===== config.mk =====
export PLATFORM = sky130hd
export DESIGN_NAME = image_rotator_top
export DESIGN_NICKNAME = d
export VERILOG_FILES = /design/src/verilog/img_pkg.sv /design/src/verilog/rot_pkg.sv /design/src/verilog/bitmap_plot.sv /design/src/verilog/cordic_rotator.sv /design/src/verilog/image_rotator_top.sv /design/src/verilog/point_table.sv /design/src/verilog/rotate_ctrl.sv
export SDC_FILE = /design/constraint.sdc
export NUM_CORES = 2
export LEC_CHECK = 0
export ABC_AREA = 1
export BUFFER_PORTS_ARGS = -buffer_cell sky130_fd_sc_hd__buf_4
export CAP_MARGIN = 20
export CORE_UTILIZATION = 34
export CTS_BUF_LIST = sky130_fd_sc_hd__clkbuf_2
export DETAILED_ROUTE_END_ITERATION = 12
export SYNTH_ARGS = -nofsm -noshare
export SYNTH_HDL_FRONTEND = slang
export SYNTH_SLANG_ARGS = --single-unit

===== constraint.sdc =====
create_clock -name clk -period 23.3 [get_ports clk]
set_input_delay 0 -clock clk [delete_from_list [all_inputs] [get_ports clk]]
set_output_delay 0 -clock clk [all_outputs]
set_load 0.01 [all_outputs]

===== src/verilog/img_pkg.sv =====
/* image geometry, pixel and row types, wishbone widths and address map */
package img_pkg;

	// image is square, one row per bus word
	localparam int IMG_SIZE   = 32;
	localparam int IMG_CENTRE = 16;

	// pixel coordinate, 0..31
	typedef logic [4:0] pix_t;

	// one image row, bit x is pixel x
	typedef logic [31:0] row_t;

	// bus word address and data
	typedef logic [9:0]  wb_adr_t;
	typedef logic [31:0] wb_dat_t;

	// register map, word addresses
	localparam wb_adr_t REG_CTRL  = 10'h000;
	localparam wb_adr_t REG_ANGLE = 10'h001;
	localparam wb_adr_t REG_COUNT = 10'h002;
	localparam wb_adr_t PT_BASE   = 10'h100;
	localparam wb_adr_t ROW_BASE  = 10'h200;

	// ctrl write and status read bits
	localparam int CTRL_START_BIT = 0;
	localparam int STAT_BUSY_BIT  = 0;
	localparam int STAT_DONE_BIT  = 1;

	// point word fields
	localparam int PT_X_LSB = 0;
	localparam int PT_Y_LSB = 8;

endpackage


===== src/verilog/rot_pkg.sv =====
/* fixed-point types and constants for the cordic rotation:
   angle and working value formats, gain correction, arctangent table */
package rot_pkg;

	// angle in radians, 10 fraction bits
	typedef logic signed [12:0] angle_t;

	// cordic x/y working value, 8 fraction bits
	typedef logic signed [15:0] cord_t;

	// fraction bits of cord_t
	localparam int CORD_FRAC = 8;

	// pi and pi/2 scaled by 1024
	localparam angle_t ANGLE_PI      = 13'sd3217;
	localparam angle_t ANGLE_HALF_PI = 13'sd1608;

	// 1/K, about 0.60725 scaled by 256
	// applied once to the start vector
	localparam cord_t CORDIC_GAIN_INV = 16'sd155;

	// atan(2^-i) scaled by 1024, one per iteration
	localparam angle_t ATAN_TABLE [16] = '{
		13'sd804,
		13'sd475,
		13'sd251,
		13'sd127,
		13'sd64,
		13'sd32,
		13'sd16,
		13'sd8,
		13'sd4,
		13'sd2,
		13'sd1,
		13'sd0,
		13'sd0,
		13'sd0,
		13'sd0,
		13'sd0
	};

endpackage


===== src/verilog/bitmap_plot.sv =====
/* 32 by 32 bitmap store: row clear, single pixel set, registered row read */
`timescale 1ns/1ps

module bitmap_plot
	import img_pkg::*;
(
	input  logic clk,
	input  logic clr_en_i,
	input  pix_t clr_row_i,
	input  logic plot_valid_i,
	input  pix_t plot_x_i,
	input  pix_t plot_y_i,
	input  pix_t rd_row_i,
	output row_t row_data_o
);
	// one word per image row
	row_t rows [IMG_SIZE];

	always_ff @(posedge clk) begin
		// clearing owns the store, no plots arrive then
		if (clr_en_i)
			rows[clr_row_i] <= '0;
		else if (plot_valid_i)
			rows[plot_y_i][plot_x_i] <= 1'b1;

		// host read, old contents if a write hits the same row
		row_data_o <= rows[rd_row_i];
	end

endmodule


===== src/verilog/cordic_rotator.sv =====
/* pipelined point rotator: centre and gain scaling, pi pre-rotation,
   cordic iterations, then rounding back into image coordinates */
`timescale 1ns/1ps

module cordic_rotator
	import rot_pkg::*, img_pkg::*;
#(
	parameter int CORDIC_STAGES = 12
) (
	input  logic   clk,
	input  logic   reset,
	input  logic   in_valid_i,
	input  pix_t   x_i,
	input  pix_t   y_i,
	input  angle_t angle_i,
	output logic   plot_valid_o,
	output pix_t   plot_x_o,
	output pix_t   plot_y_o,
	output logic   pipe_busy_o
);
	// centred inputs, -16..15
	logic signed [5:0] dx;
	logic signed [5:0] dy;

	// stage 0, centred and scaled by 1/K
	logic   s0_v;
	cord_t  s0_x;
	cord_t  s0_y;
	angle_t s0_z;

	// index 0 is after pre-rotation, index i+1 after iteration i
	logic [CORDIC_STAGES:0] cv;
	cord_t  cx [CORDIC_STAGES+1];
	cord_t  cy [CORDIC_STAGES+1];
	angle_t cz [CORDIC_STAGES+1];

	// rounding and re-centre
	logic signed [16:0] x_rnd;
	logic signed [16:0] y_rnd;
	logic [8:0] x_pos;
	logic [8:0] y_pos;
	logic in_range;

	assign dx = {1'b0, x_i} - 6'(IMG_CENTRE);
	assign dy = {1'b0, y_i} - 6'(IMG_CENTRE);

	// valid bits travel beside the data
	always_ff @(posedge clk) begin
		if (reset) begin
			s0_v         <= 1'b0;
			cv           <= '0;
			plot_valid_o <= 1'b0;
		end else begin
			s0_v         <= in_valid_i;
			cv           <= {cv[CORDIC_STAGES-1:0], s0_v};
			plot_valid_o <= cv[CORDIC_STAGES] & in_range;
		end
	end

	assign pipe_busy_o = s0_v | (|cv) | plot_valid_o;

	always_ff @(posedge clk) begin
		// integer times 1/K lands in 8 fraction bits
		s0_x <= cord_t'(dx) * CORDIC_GAIN_INV;
		s0_y <= cord_t'(dy) * CORDIC_GAIN_INV;
		s0_z <= angle_i;

		// fold angles past +-pi/2 by turning the vector half way round
		if (s0_z > ANGLE_HALF_PI) begin
			cx[0] <= -s0_x;
			cy[0] <= -s0_y;
			cz[0] <= s0_z - ANGLE_PI;
		end else if (s0_z < -ANGLE_HALF_PI) begin
			cx[0] <= -s0_x;
			cy[0] <= -s0_y;
			cz[0] <= s0_z + ANGLE_PI;
		end else begin
			cx[0] <= s0_x;
			cy[0] <= s0_y;
			cz[0] <= s0_z;
		end

		// one micro-rotation per stage, driving z toward zero
		for (int i = 0; i < CORDIC_STAGES; i++) begin
			if (cz[i] >= 0) begin
				cx[i+1] <= cx[i] - (cy[i] >>> i);
				cy[i+1] <= cy[i] + (cx[i] >>> i);
				cz[i+1] <= cz[i] - ATAN_TABLE[i];
			end else begin
				cx[i+1] <= cx[i] + (cy[i] >>> i);
				cy[i+1] <= cy[i] - (cx[i] >>> i);
				cz[i+1] <= cz[i] + ATAN_TABLE[i];
			end
		end

		plot_x_o <= x_pos[$bits(pix_t)-1:0];
		plot_y_o <= y_pos[$bits(pix_t)-1:0];
	end

	// add half an lsb, drop the fraction, move origin back to the corner
	assign x_rnd = 17'(cx[CORDIC_STAGES]) + 17'(1 << (CORD_FRAC - 1));
	assign y_rnd = 17'(cy[CORDIC_STAGES]) + 17'(1 << (CORD_FRAC - 1));
	assign x_pos = 9'(x_rnd >>> CORD_FRAC) + 9'(IMG_CENTRE);
	assign y_pos = 9'(y_rnd >>> CORD_FRAC) + 9'(IMG_CENTRE);

	// negative or >= 32 shows up in the upper bits
	assign in_range = (x_pos[8:$bits(pix_t)] == '0) && (y_pos[8:$bits(pix_t)] == '0);

endmodule


===== src/verilog/image_rotator_top.sv =====
/* top level: bus control, point table, cordic pipeline and bitmap */
`timescale 1ns/1ps

module image_rotator_top
	import rot_pkg::*, img_pkg::*;
#(
	parameter int N_POINTS      = 64,
	parameter int CORDIC_STAGES = 12
) (
	input  logic    clk,
	input  logic    reset,
	input  logic    wb_cyc_i,
	input  logic    wb_stb_i,
	input  logic    wb_we_i,
	input  wb_adr_t wb_adr_i,
	input  wb_dat_t wb_dat_i,
	output logic    wb_ack_o,
	output wb_dat_t wb_dat_o,
	output logic    done_o
);
	// point table
	logic                        pt_we;
	logic [$clog2(N_POINTS)-1:0] pt_widx;
	pix_t                        pt_wx;
	pix_t                        pt_wy;
	logic                        pt_re;
	logic [$clog2(N_POINTS)-1:0] pt_ridx;
	pix_t                        pt_rx;
	pix_t                        pt_ry;

	// rotator
	logic   in_valid;
	angle_t angle;
	logic   pipe_busy;
	logic   plot_valid;
	pix_t   plot_x;
	pix_t   plot_y;

	// bitmap
	logic clr_en;
	pix_t clr_row;
	pix_t rd_row;
	row_t row_data;

	rotate_ctrl #(
		.N_POINTS(N_POINTS)
	) ctrl_i (
		.clk(clk),
		.reset(reset),
		.wb_cyc_i(wb_cyc_i),
		.wb_stb_i(wb_stb_i),
		.wb_we_i(wb_we_i),
		.wb_adr_i(wb_adr_i),
		.wb_dat_i(wb_dat_i),
		.row_data_i(row_data),
		.pipe_busy_i(pipe_busy),
		.wb_ack_o(wb_ack_o),
		.wb_dat_o(wb_dat_o),
		.done_o(done_o),
		.pt_we_o(pt_we),
		.pt_widx_o(pt_widx),
		.pt_wx_o(pt_wx),
		.pt_wy_o(pt_wy),
		.pt_re_o(pt_re),
		.pt_ridx_o(pt_ridx),
		.in_valid_o(in_valid),
		.angle_o(angle),
		.clr_en_o(clr_en),
		.clr_row_o(clr_row),
		.rd_row_o(rd_row)
	);

	point_table #(
		.N_POINTS(N_POINTS)
	) table_i (
		.clk(clk),
		.we_i(pt_we),
		.widx_i(pt_widx),
		.wx_i(pt_wx),
		.wy_i(pt_wy),
		.re_i(pt_re),
		.ridx_i(pt_ridx),
		.rx_o(pt_rx),
		.ry_o(pt_ry)
	);

	cordic_rotator #(
		.CORDIC_STAGES(CORDIC_STAGES)
	) rot_i (
		.clk(clk),
		.reset(reset),
		.in_valid_i(in_valid),
		.x_i(pt_rx),
		.y_i(pt_ry),
		.angle_i(angle),
		.plot_valid_o(plot_valid),
		.plot_x_o(plot_x),
		.plot_y_o(plot_y),
		.pipe_busy_o(pipe_busy)
	);

	bitmap_plot bitmap_i (
		.clk(clk),
		.clr_en_i(clr_en),
		.clr_row_i(clr_row),
		.plot_valid_i(plot_valid),
		.plot_x_i(plot_x),
		.plot_y_i(plot_y),
		.rd_row_i(rd_row),
		.row_data_o(row_data)
	);

endmodule


===== src/verilog/point_table.sv =====
/* point list memory, host write port and registered read port */
`timescale 1ns/1ps

module point_table
	import img_pkg::*;
#(
	parameter int N_POINTS = 64
) (
	input  logic                        clk,
	input  logic                        we_i,
	input  logic [$clog2(N_POINTS)-1:0] widx_i,
	input  pix_t                        wx_i,
	input  pix_t                        wy_i,
	input  logic                        re_i,
	input  logic [$clog2(N_POINTS)-1:0] ridx_i,
	output pix_t                        rx_o,
	output pix_t                        ry_o
);
	// x and y kept side by side in one word
	logic [2*$bits(pix_t)-1:0] mem [N_POINTS];
	logic [2*$bits(pix_t)-1:0] rd_q;

	always_ff @(posedge clk) begin
		if (we_i)
			mem[widx_i] <= {wy_i, wx_i};
		// read holds its last value when idle
		if (re_i)
			rd_q <= mem[ridx_i];
	end

	assign rx_o = rd_q[$bits(pix_t)-1:0];
	assign ry_o = rd_q[2*$bits(pix_t)-1:$bits(pix_t)];

endmodule


===== src/verilog/rotate_ctrl.sv =====
/* wishbone classic slave with register decode and point table writes,
   plus the run fsm that clears the bitmap and streams points */
`timescale 1ns/1ps

module rotate_ctrl
	import rot_pkg::*, img_pkg::*;
#(
	parameter int N_POINTS = 64
) (
	input  logic                        clk,
	input  logic                        reset,
	input  logic                        wb_cyc_i,
	input  logic                        wb_stb_i,
	input  logic                        wb_we_i,
	input  wb_adr_t                     wb_adr_i,
	input  wb_dat_t                     wb_dat_i,
	input  row_t                        row_data_i,
	input  logic                        pipe_busy_i,
	output logic                        wb_ack_o,
	output wb_dat_t                     wb_dat_o,
	output logic                        done_o,
	output logic                        pt_we_o,
	output logic [$clog2(N_POINTS)-1:0] pt_widx_o,
	output pix_t                        pt_wx_o,
	output pix_t                        pt_wy_o,
	output logic                        pt_re_o,
	output logic [$clog2(N_POINTS)-1:0] pt_ridx_o,
	output logic                        in_valid_o,
	output angle_t                      angle_o,
	output logic                        clr_en_o,
	output pix_t                        clr_row_o,
	output pix_t                        rd_row_o
);
	localparam int IDX_W = $clog2(N_POINTS);

	typedef enum logic [2:0] {
		ST_IDLE,
		ST_CLEAR,
		ST_STREAM,
		ST_DRAIN,
		ST_FINISH
	} state_t;

	state_t         state;
	angle_t         angle_q;
	logic [IDX_W:0] count_q;
	logic [IDX_W-1:0] ridx_q;
	pix_t           row_q;
	logic           done_q;
	logic           busy;
	logic           acc;
	logic           wr_acc;
	logic           start;
	logic           row_sel;
	logic           row_sel_q;
	wb_dat_t        status;
	wb_dat_t        dat_q;

	// new request, not yet acked
	assign acc    = wb_cyc_i & wb_stb_i & ~wb_ack_o;
	assign wr_acc = acc & wb_we_i;
	assign busy   = (state != ST_IDLE);

	// rows live at ROW_BASE..ROW_BASE+31
	assign row_sel = (wb_adr_i[9:5] == ROW_BASE[9:5]);
	assign start   = wr_acc & (wb_adr_i == REG_CTRL) & wb_dat_i[CTRL_START_BIT] & ~busy;

	// point writes straight from the bus, dropped while running
	assign pt_we_o   = wr_acc & ~busy & (wb_adr_i[9:8] == PT_BASE[9:8]) &
		(wb_adr_i[7:0] < N_POINTS);
	assign pt_widx_o = wb_adr_i[IDX_W-1:0];
	assign pt_wx_o   = wb_dat_i[PT_X_LSB +: $bits(pix_t)];
	assign pt_wy_o   = wb_dat_i[PT_Y_LSB +: $bits(pix_t)];

	// datapath side
	assign pt_re_o   = (state == ST_STREAM);
	assign pt_ridx_o = ridx_q;
	assign clr_en_o  = (state == ST_CLEAR);
	assign clr_row_o = row_q;
	assign angle_o   = angle_q;
	assign done_o    = done_q;

	// bitmap row read lands in the ack cycle
	assign rd_row_o = wb_adr_i[4:0];
	assign wb_dat_o = row_sel_q ? row_data_i : dat_q;

	always_comb begin
		status = '0;
		status[STAT_BUSY_BIT] = busy;
		status[STAT_DONE_BIT] = done_q;
	end

	// one ack per request, then a gap
	always_ff @(posedge clk) begin
		if (reset) begin
			wb_ack_o  <= 1'b0;
			row_sel_q <= 1'b0;
		end else begin
			wb_ack_o  <= acc;
			row_sel_q <= acc & ~wb_we_i & row_sel;
		end
	end

	// register read data
	always_ff @(posedge clk) begin
		if (acc) begin
			case (wb_adr_i)
				REG_CTRL:  dat_q <= status;
				REG_ANGLE: dat_q <= {{($bits(wb_dat_t) - $bits(angle_t)){1'b0}}, angle_q};
				REG_COUNT: dat_q <= wb_dat_t'(count_q);
				default:   dat_q <= '0;
			endcase
		end
	end

	// angle and count, frozen during a run
	always_ff @(posedge clk) begin
		if (reset) begin
			angle_q <= '0;
			count_q <= 1;
		end else if (wr_acc & ~busy) begin
			if (wb_adr_i == REG_ANGLE)
				angle_q <= wb_dat_i[$bits(angle_t)-1:0];
			if (wb_adr_i == REG_COUNT) begin
				// clamp to 1..table depth
				if (wb_dat_i == '0)
					count_q <= 1;
				else if (wb_dat_i > N_POINTS)
					count_q <= (IDX_W+1)'(N_POINTS);
				else
					count_q <= wb_dat_i[IDX_W:0];
			end
		end
	end

	// run sequencing
	always_ff @(posedge clk) begin
		if (reset) begin
			state      <= ST_IDLE;
			row_q      <= '0;
			ridx_q     <= '0;
			done_q     <= 1'b0;
			in_valid_o <= 1'b0;
		end else begin
			// table read data shows up one cycle after the read
			in_valid_o <= pt_re_o;
			case (state)
				ST_IDLE: begin
					if (start) begin
						state  <= ST_CLEAR;
						row_q  <= '0;
						done_q <= 1'b0;
					end
				end
				ST_CLEAR: begin
					// one row zeroed per cycle
					row_q <= row_q + 1'b1;
					if (row_q == pix_t'(IMG_SIZE - 1)) begin
						state  <= ST_STREAM;
						ridx_q <= '0;
					end
				end
				ST_STREAM: begin
					ridx_q <= ridx_q + 1'b1;
					if ({1'b0, ridx_q} + 1'b1 == count_q)
						state <= ST_DRAIN;
				end
				ST_DRAIN: begin
					// wait for last read and every stage to empty
					if (!in_valid_o && !pipe_busy_i)
						state <= ST_FINISH;
				end
				ST_FINISH: begin
					done_q <= 1'b1;
					state  <= ST_IDLE;
				end
				default: state <= ST_IDLE;
			endcase
		end
	end

endmodule


# Word-level counts from Yosys, hierarchy flattened
# Memories as Yosys holds them, arrays and structs flattened. A register that Yosys moved wholly into a read port is not among the register bits.
# Cells that the tools add are included.
dict set report classes {
  addsub 82
  n_mul 2
  magnitude_cmp 18
  n_eq_ne 14
  mux 113
  n_bitwise 59
  reduce_logical 22
}
# operator count
set ops {}
lappend ops {{16-bit 2-to-1 mux} 28}
lappend ops {{13-bit 2-to-1 mux} 14}
lappend ops {{13-bit by 1-bit greater-or-equal comparator with 1-bit output (second input constant)} 12}
lappend ops {{32-bit 2-to-1 mux} 4}
lappend ops {{1-bit 2-to-1 mux} 52}
lappend ops {{1-bit bitwise OR} 44}
lappend ops {{13-bit one-hot mux with 3 select lines} 1}
lappend ops {{16-bit by 9-bit adder with 17-bit output (second input constant)} 2}
lappend ops {{16-bit by 10-bit adder with 16-bit output} 2}
lappend ops {{16-bit by 11-bit adder with 16-bit output} 2}
lappend ops {{16-bit by 12-bit adder with 16-bit output} 2}
lappend ops {{16-bit by 13-bit adder with 16-bit output} 2}
lappend ops {{16-bit by 14-bit adder with 16-bit output} 2}
lappend ops {{16-bit by 15-bit adder with 16-bit output} 2}
lappend ops {{16-bit by 5-bit adder with 16-bit output} 2}
lappend ops {{16-bit by 6-bit adder with 16-bit output} 2}
lappend ops {{16-bit by 7-bit adder with 16-bit output} 2}
lappend ops {{16-bit by 8-bit adder with 16-bit output} 2}
lappend ops {{16-bit by 9-bit adder with 16-bit output} 2}
lappend ops {{32-bit by 7-bit > comparator with 1-bit output (second input constant)} 1}
lappend ops {{32-bit zero test} 1}
lappend ops {{16-bit negator} 2}
lappend ops {{32-bit OR reduction} 1}
lappend ops {{16-bit by 10-bit subtractor with 16-bit output} 2}
lappend ops {{76 further kinds} 124}
dict set report totals {
  reg_bits 140
  ramBits 2249
  in_bits 47
  out_inout_bits 34
  word_cells 333
  mem_count 5
}
# memory depth width read_ports rd_clocked_by_memory_dff wr line
set memory_table {}
lappend memory_table {bitmap_i.rows 32 32 1 1 1 bitmap_plot.sv:17} ;# row_t rows [IMG_SIZE];
lappend memory_table {table_i.mem 64 10 1 1 1 point_table.sv:20} ;# logic [2*$bits(pix_t)-1:0] mem [N_POINTS];
lappend memory_table {rot_i.cx 13 16 13 0 13 cordic_rotator.sv:33} ;# cord_t cx [CORDIC_STAGES+1];
lappend memory_table {rot_i.cy 13 16 13 0 13 cordic_rotator.sv:34} ;# cord_t cy [CORDIC_STAGES+1];
lappend memory_table {rot_i.cz 13 13 12 0 13 cordic_rotator.sv:35} ;# angle_t cz [CORDIC_STAGES+1];

# Depth between registers and ports, before layout
dict set report logic_depth {
  depth_word 8
  depth_mapped 20
  ltp_nobuf 20
}

# Modules after synthesis
# A second synthesis with hierarchy kept.
dict set report hier_totals {
  hier_cells 13509
  hier_area_um2 121192.5
}
# mod instances cells_each area_each_um2 seq_area_each_um2
set by_module_without_submodules {}
lappend by_module_without_submodules {bitmap_plot 1 4844 46991.3 31390.1}
lappend by_module_without_submodules {cordic_rotator 1 6023 44677.8 12722.2}
lappend by_module_without_submodules {point_table 1 2233 26536.7 19518.7}
lappend by_module_without_submodules {rotate_ctrl 1 409 2986.6 1151.1}

# Worst setup path after synthesis
# No wires, ideal clock.
dict set report synth_path {
  path_type {register to register}
  startpoint {reg ctrl_i.state[2]}
  endpoint {mem bitmap_i.rows[25][10] (netlist name) (enable)}
  setup_time_ns 0.299
  arrival_ns 7.960
  required_ns 23.001
  setup_slack_ns 15.041
  stages_incl_launch_ff 12
  path_buffers 2
  period_less_slack_ns 8.259
  cell_sequence {dfxtp_1 -> nor3_2 -> inv_2 -> nand2_1 -> inv_2 -> or2_1 -> o21ai_2 -> inv_2 -> buf_2 -> nand4_1 -> buf_2 -> nor2_1}
}
dict set report synth_via {
  elab_chain_cells 5
  word_cells_on_any_way 8
  cone_classes {eq/ne: 1; mux: 6; reduce/logical: 1}
}
# element line
set synth_rtl {}
lappend synth_rtl {{start, declared} rotate_ctrl.sv:44} ;# state_t state;
lappend synth_rtl {{start signal, assigned} rotate_ctrl.sv:139} ;# state <= ST_IDLE;
lappend synth_rtl {{start signal, assigned} rotate_ctrl.sv:150} ;# state <= ST_CLEAR;
lappend synth_rtl {{start signal, assigned} rotate_ctrl.sv:159} ;# state <= ST_STREAM;
lappend synth_rtl {{3-bit by 1-bit == test with 1-bit output *} rotate_ctrl.sv:78} ;# assign clr_en_o = (state == ST_CLEAR);
lappend synth_rtl {{1-bit 2-to-1 mux} bitmap_plot.sv:21} ;# if (clr_en_i)
lappend synth_rtl {{32-bit 2-to-1 mux (implied by the code)} bitmap_plot.sv:24} ;# rows[plot_y_i][plot_x_i] <= 1'b1;
lappend synth_rtl {{32-bit OR reduction (no source line)} --}
lappend synth_rtl {{5-bit 2-to-1 mux (no source line) or 32-bit 2-to-1 mux (tied branches)} --}
lappend synth_rtl {{end, declared} bitmap_plot.sv:17}
# Every way passes the cells marked *; elsewhere a longest branch is shown, timed or not.

# Worst setup path after layout
dict set report layout_path {
  startpoint {reg ctrl_i.wb_ack_o}
  endpoint {mem table_i.mem[61][7] (netlist name) (enable)}
}
dict set report layout_via {
  elab_chain_cells 8
}
# element line
set layout_rtl {}
lappend layout_rtl {{start, declared} rotate_ctrl.sv:19} ;# output logic wb_ack_o,
lappend layout_rtl {{start signal, assigned} rotate_ctrl.sv:96} ;# wb_ack_o <= 1'b0;
lappend layout_rtl {{start signal, assigned} rotate_ctrl.sv:99} ;# wb_ack_o <= acc;
lappend layout_rtl {{1-bit inverter} rotate_ctrl.sv:60} ;# assign acc = wb_cyc_i & wb_stb_i & ~wb_ack_o;
lappend layout_rtl {{1-bit AND} rotate_ctrl.sv:60}
lappend layout_rtl {{1-bit AND} rotate_ctrl.sv:61} ;# assign wr_acc = acc & wb_we_i;
lappend layout_rtl {{1-bit AND (3 in series)} rotate_ctrl.sv:69} ;# assign pt_we_o = wr_acc & ~busy & (wb_adr_i[9:8] == PT_BASE[9:8]) &
lappend layout_rtl {{1-bit 2-to-1 mux} point_table.sv:24} ;# if (we_i)
lappend layout_rtl {{1-bit 2-to-1 mux (implied by the code)} point_table.sv:25} ;# mem[widx_i] <= {wy_i, wx_i};
lappend layout_rtl {{end, declared} point_table.sv:20}
# No other way between the ends.

==> impl_metrics.toml <==
[run_status]
violations = "max-slew violations"
status = "complete, but fails checks"

[cts]
clock-sinks = 2370
root_buffer = "clkbuf_2"
clkSlewWorstSetupHoldPaths_ps = 100
cts_setup_buffers = 0
cts_resized = 0
cts_buffers = 612
htree_levels = 6
clock_latency_ps = 2170
clock_path_buffers = 4
cts_tree = "built"

[global_routing]
first_global_vias = 82681
antenna_found_initial = 12
grt.met1_usage = 0.237
busiest_layer = "met2"
overflow = 0
grt_pass1_wl_mm = 476
use_met2 = 0.295
grt_usage = 0.178
grtUsageMet3 = 0.0270
grt_max_degree = 294

[floorplan]
ios = 81
initial_utilization = 0.342
coreArea_um2 = 337000
rows = 213
die_h_um = 584
fp.dieW_um = 584
design.die.area_um2 = 341000

[sta]
worst_pin_slew_ps = 1530
setup_viol = 0
slew_headroom = -0.0189
fmax_mhz = 155
hold_viol = 0
setup_tns_ps = 0
period_needed_ps = 6450
fin_crit_sh = 0.277
slew_viol_final = 54
clock_skew_ps = 322
rsz0062_at_grt = "false"

[cells_and_area]
final_common_cell = "nor2_1"
nets = 12926
n_fill_cell = 33714
synthToLayoutAreaGrowth_pct = 11.7
instances_no_fill = 17192
drive_gt1_frac = 0.101
layout_common_cells = "1923 x nor2_1, 1815 x nand2_1, 1732 x edfxtp_1"

[hold_path]
hp-class = "flop to flop"

[setup_path]
start_kind = "flop"
critPathRequiredTime_ps = 25160
arrival_ps = 8300
setup.worst_path.class = "flop to flop"
critPathMaxFanout = 8
endpoint_kind = "flop"

[power]
cellLeakagePower_nw = 51.2
ir_drop_mv = 0.0643
powerDensity_nw_per_um2 = 131

[synthesis]
synth_cell_types = 54
synth_seq_area_share = 0.563
ys_async_sr_fraction = 0
synth_cells = 11732
ys_warn_count = 0
ys.flop_type = "edfxtp_1"
avgSynthCellArea_um2 = 9.81
syn_area_um2 = 115000
synth-edff-count = 1732
ys_ff_latch = 2370

[drt]
dr_total_vias = 85560
post_drt_wl_per_cell_um = 18.2
ant_nets = 0
routed_wl_mm = 312
drc = 0
drtIter0Drc = 7093
first_pass_iters = 6
vias_per_cell = 4.98

[job]
max_cap_violations = 0

[place]
placedCellCount = 15947
hpwlAfterDp_mm = 190
gp_congestion = 0.848
numPortBuffers = 80
-- synth_stat cells, types with 31 or more instances --
cell      count  area (um2)
edfxtp_1   1732       52000
o22ai_1     164        1030
a21boi_0     44         330
buf_2       102         510
nor3_1      119         596
nand2_1    1815        6810
buf_1        41         154
dfxtp_1     638       12800
inv_1       925        3470
o31ai_1      31         233
fa_1         47         941
a21oi_1     635        3180
a22oi_1      72         541
nand4_1     206        1290
clkbuf_1    397        1490
ha_1        594        7430
o21ai_0     652        3260
o21bai_1     44         330
xor2_1      505        4420
nand3_1     444        2220
nor2_1     1923        7220
a21o_1       52         390
xnor2_1     103         902
a31oi_1      72         450
a22o_1      177        1550
-- where the power goes --
group	internal, mW	leakage [nW]	total, mW	switching, mW
Combinational	3.05	26.3	8.11	5.06
Clock	1.25	4.26	2.98	1.73
Sequential	5.20	20.7	5.72	0.528
-- kinds of logic after synthesis --
family | after synthesis | synth area share
other | 1 | 0.0000326
AOI/OAI and AO/OA | 2032 | 0.105
xor gates and xnor gates | 608 | 0.0463
buffers and inverters | 1487 | 0.0497
DFF | 2370 | 0.563
and+or+nand+nor | 4578 | 0.162
adders and majority gates | 641 | 0.0728
muxes | 15 | 0.00145
-- state kept, by name, indices dropped and copies added (netlist names), 6 cells and up --
register / count
rot_i.cv: 13
ctrl_i.pt_ridx_o: 6
rot_i.cy: 200
bitmap_i.row_data_o: 32
rot_i.s0_z: 13
ctrl_i.angle_o: 13
bitmap_i.rows: 1024
table_i.mem: 640
ctrl_i.dat_q: 13
rot_i.cz: 144
rot_i.s0_y: 15
rot_i.cx: 201
ctrl_i.count_q: 7
table_i.rd_q: 10
rot_i.s0_x: 15
-- routing by layer --
metal	vias to the layer above	wire (um)
li1	41597	-
met1	40751	137000
met2	2692	146000
met3	510	20300
met4	10	9760
met5	-	61
-- per-stage QoR --
stage	area [um2]	setup WS, ps	total power [mW]	utilization	hold slack (ps)
final	129000	16850	16.8	0.382	280
after global routing	129000	16630	18.3	0.382	268
after CTS	128000	16890	16.9	0.381	48.1
after detailed placement	121000	18430	13.8	0.358	300
after global placement	121000	18500	13.8	0.358	298
after floorplan	115000	15040	11.8	-	98.9
-- critical path, stage by stage (launching register included) --
cell	delay, ps
dfxtp_1	330
inv_1	50
nand3_1	50
dlygate4sd3_1	560
buf_4	130
dlygate4sd3_1	740
nor2_1	150
dlygate4sd3_1	590
nand2_1	140
inv_1	140
nand4_1	110
dlygate4sd3_1	620
nor2_1	150
dlygate4sd3_1	630
nand3_1	90
dlygate4sd3_1	690
nor2_1	370
dlygate4sd3_1	720
-- area by class of cell --
class,instances,area [um2],area share
Sequential cell,2370,64800,0.504
Multi-Input combinational cell,7919,45000,0.350
Tap cell,4515,5650,0.0440
Clock buffer,881,4410,0.0343
Timing Repair Buffer,391,3720,0.0289
Inverter,944,3600,0.0280
Clock inverter,167,1320,0.0103
Antenna cell,5,12.5,0.0000974
-- what timing repair did --
action,in CTS,in global routing
endpoints found under the hold margin,1391,0
endpoints found under the setup margin,0,0
hold buffers,178,0
-- path summary, 6_finish.rpt --
kind	endpoint	depth (start not counted)	startpoint	slack, ps
min	rot_i.cz[2][26]	0	rot_i.cz[2][13]	280
max reg2reg	table_i.mem[61][7]	17	ctrl_i.wb_ack_o	16850
max	table_i.mem[61][7]	17	ctrl_i.wb_ack_o	16850
min reg2reg	rot_i.cz[2][26]	0	rot_i.cz[2][13]	280
No activity file was read; power rests on OpenSTA's default activity.
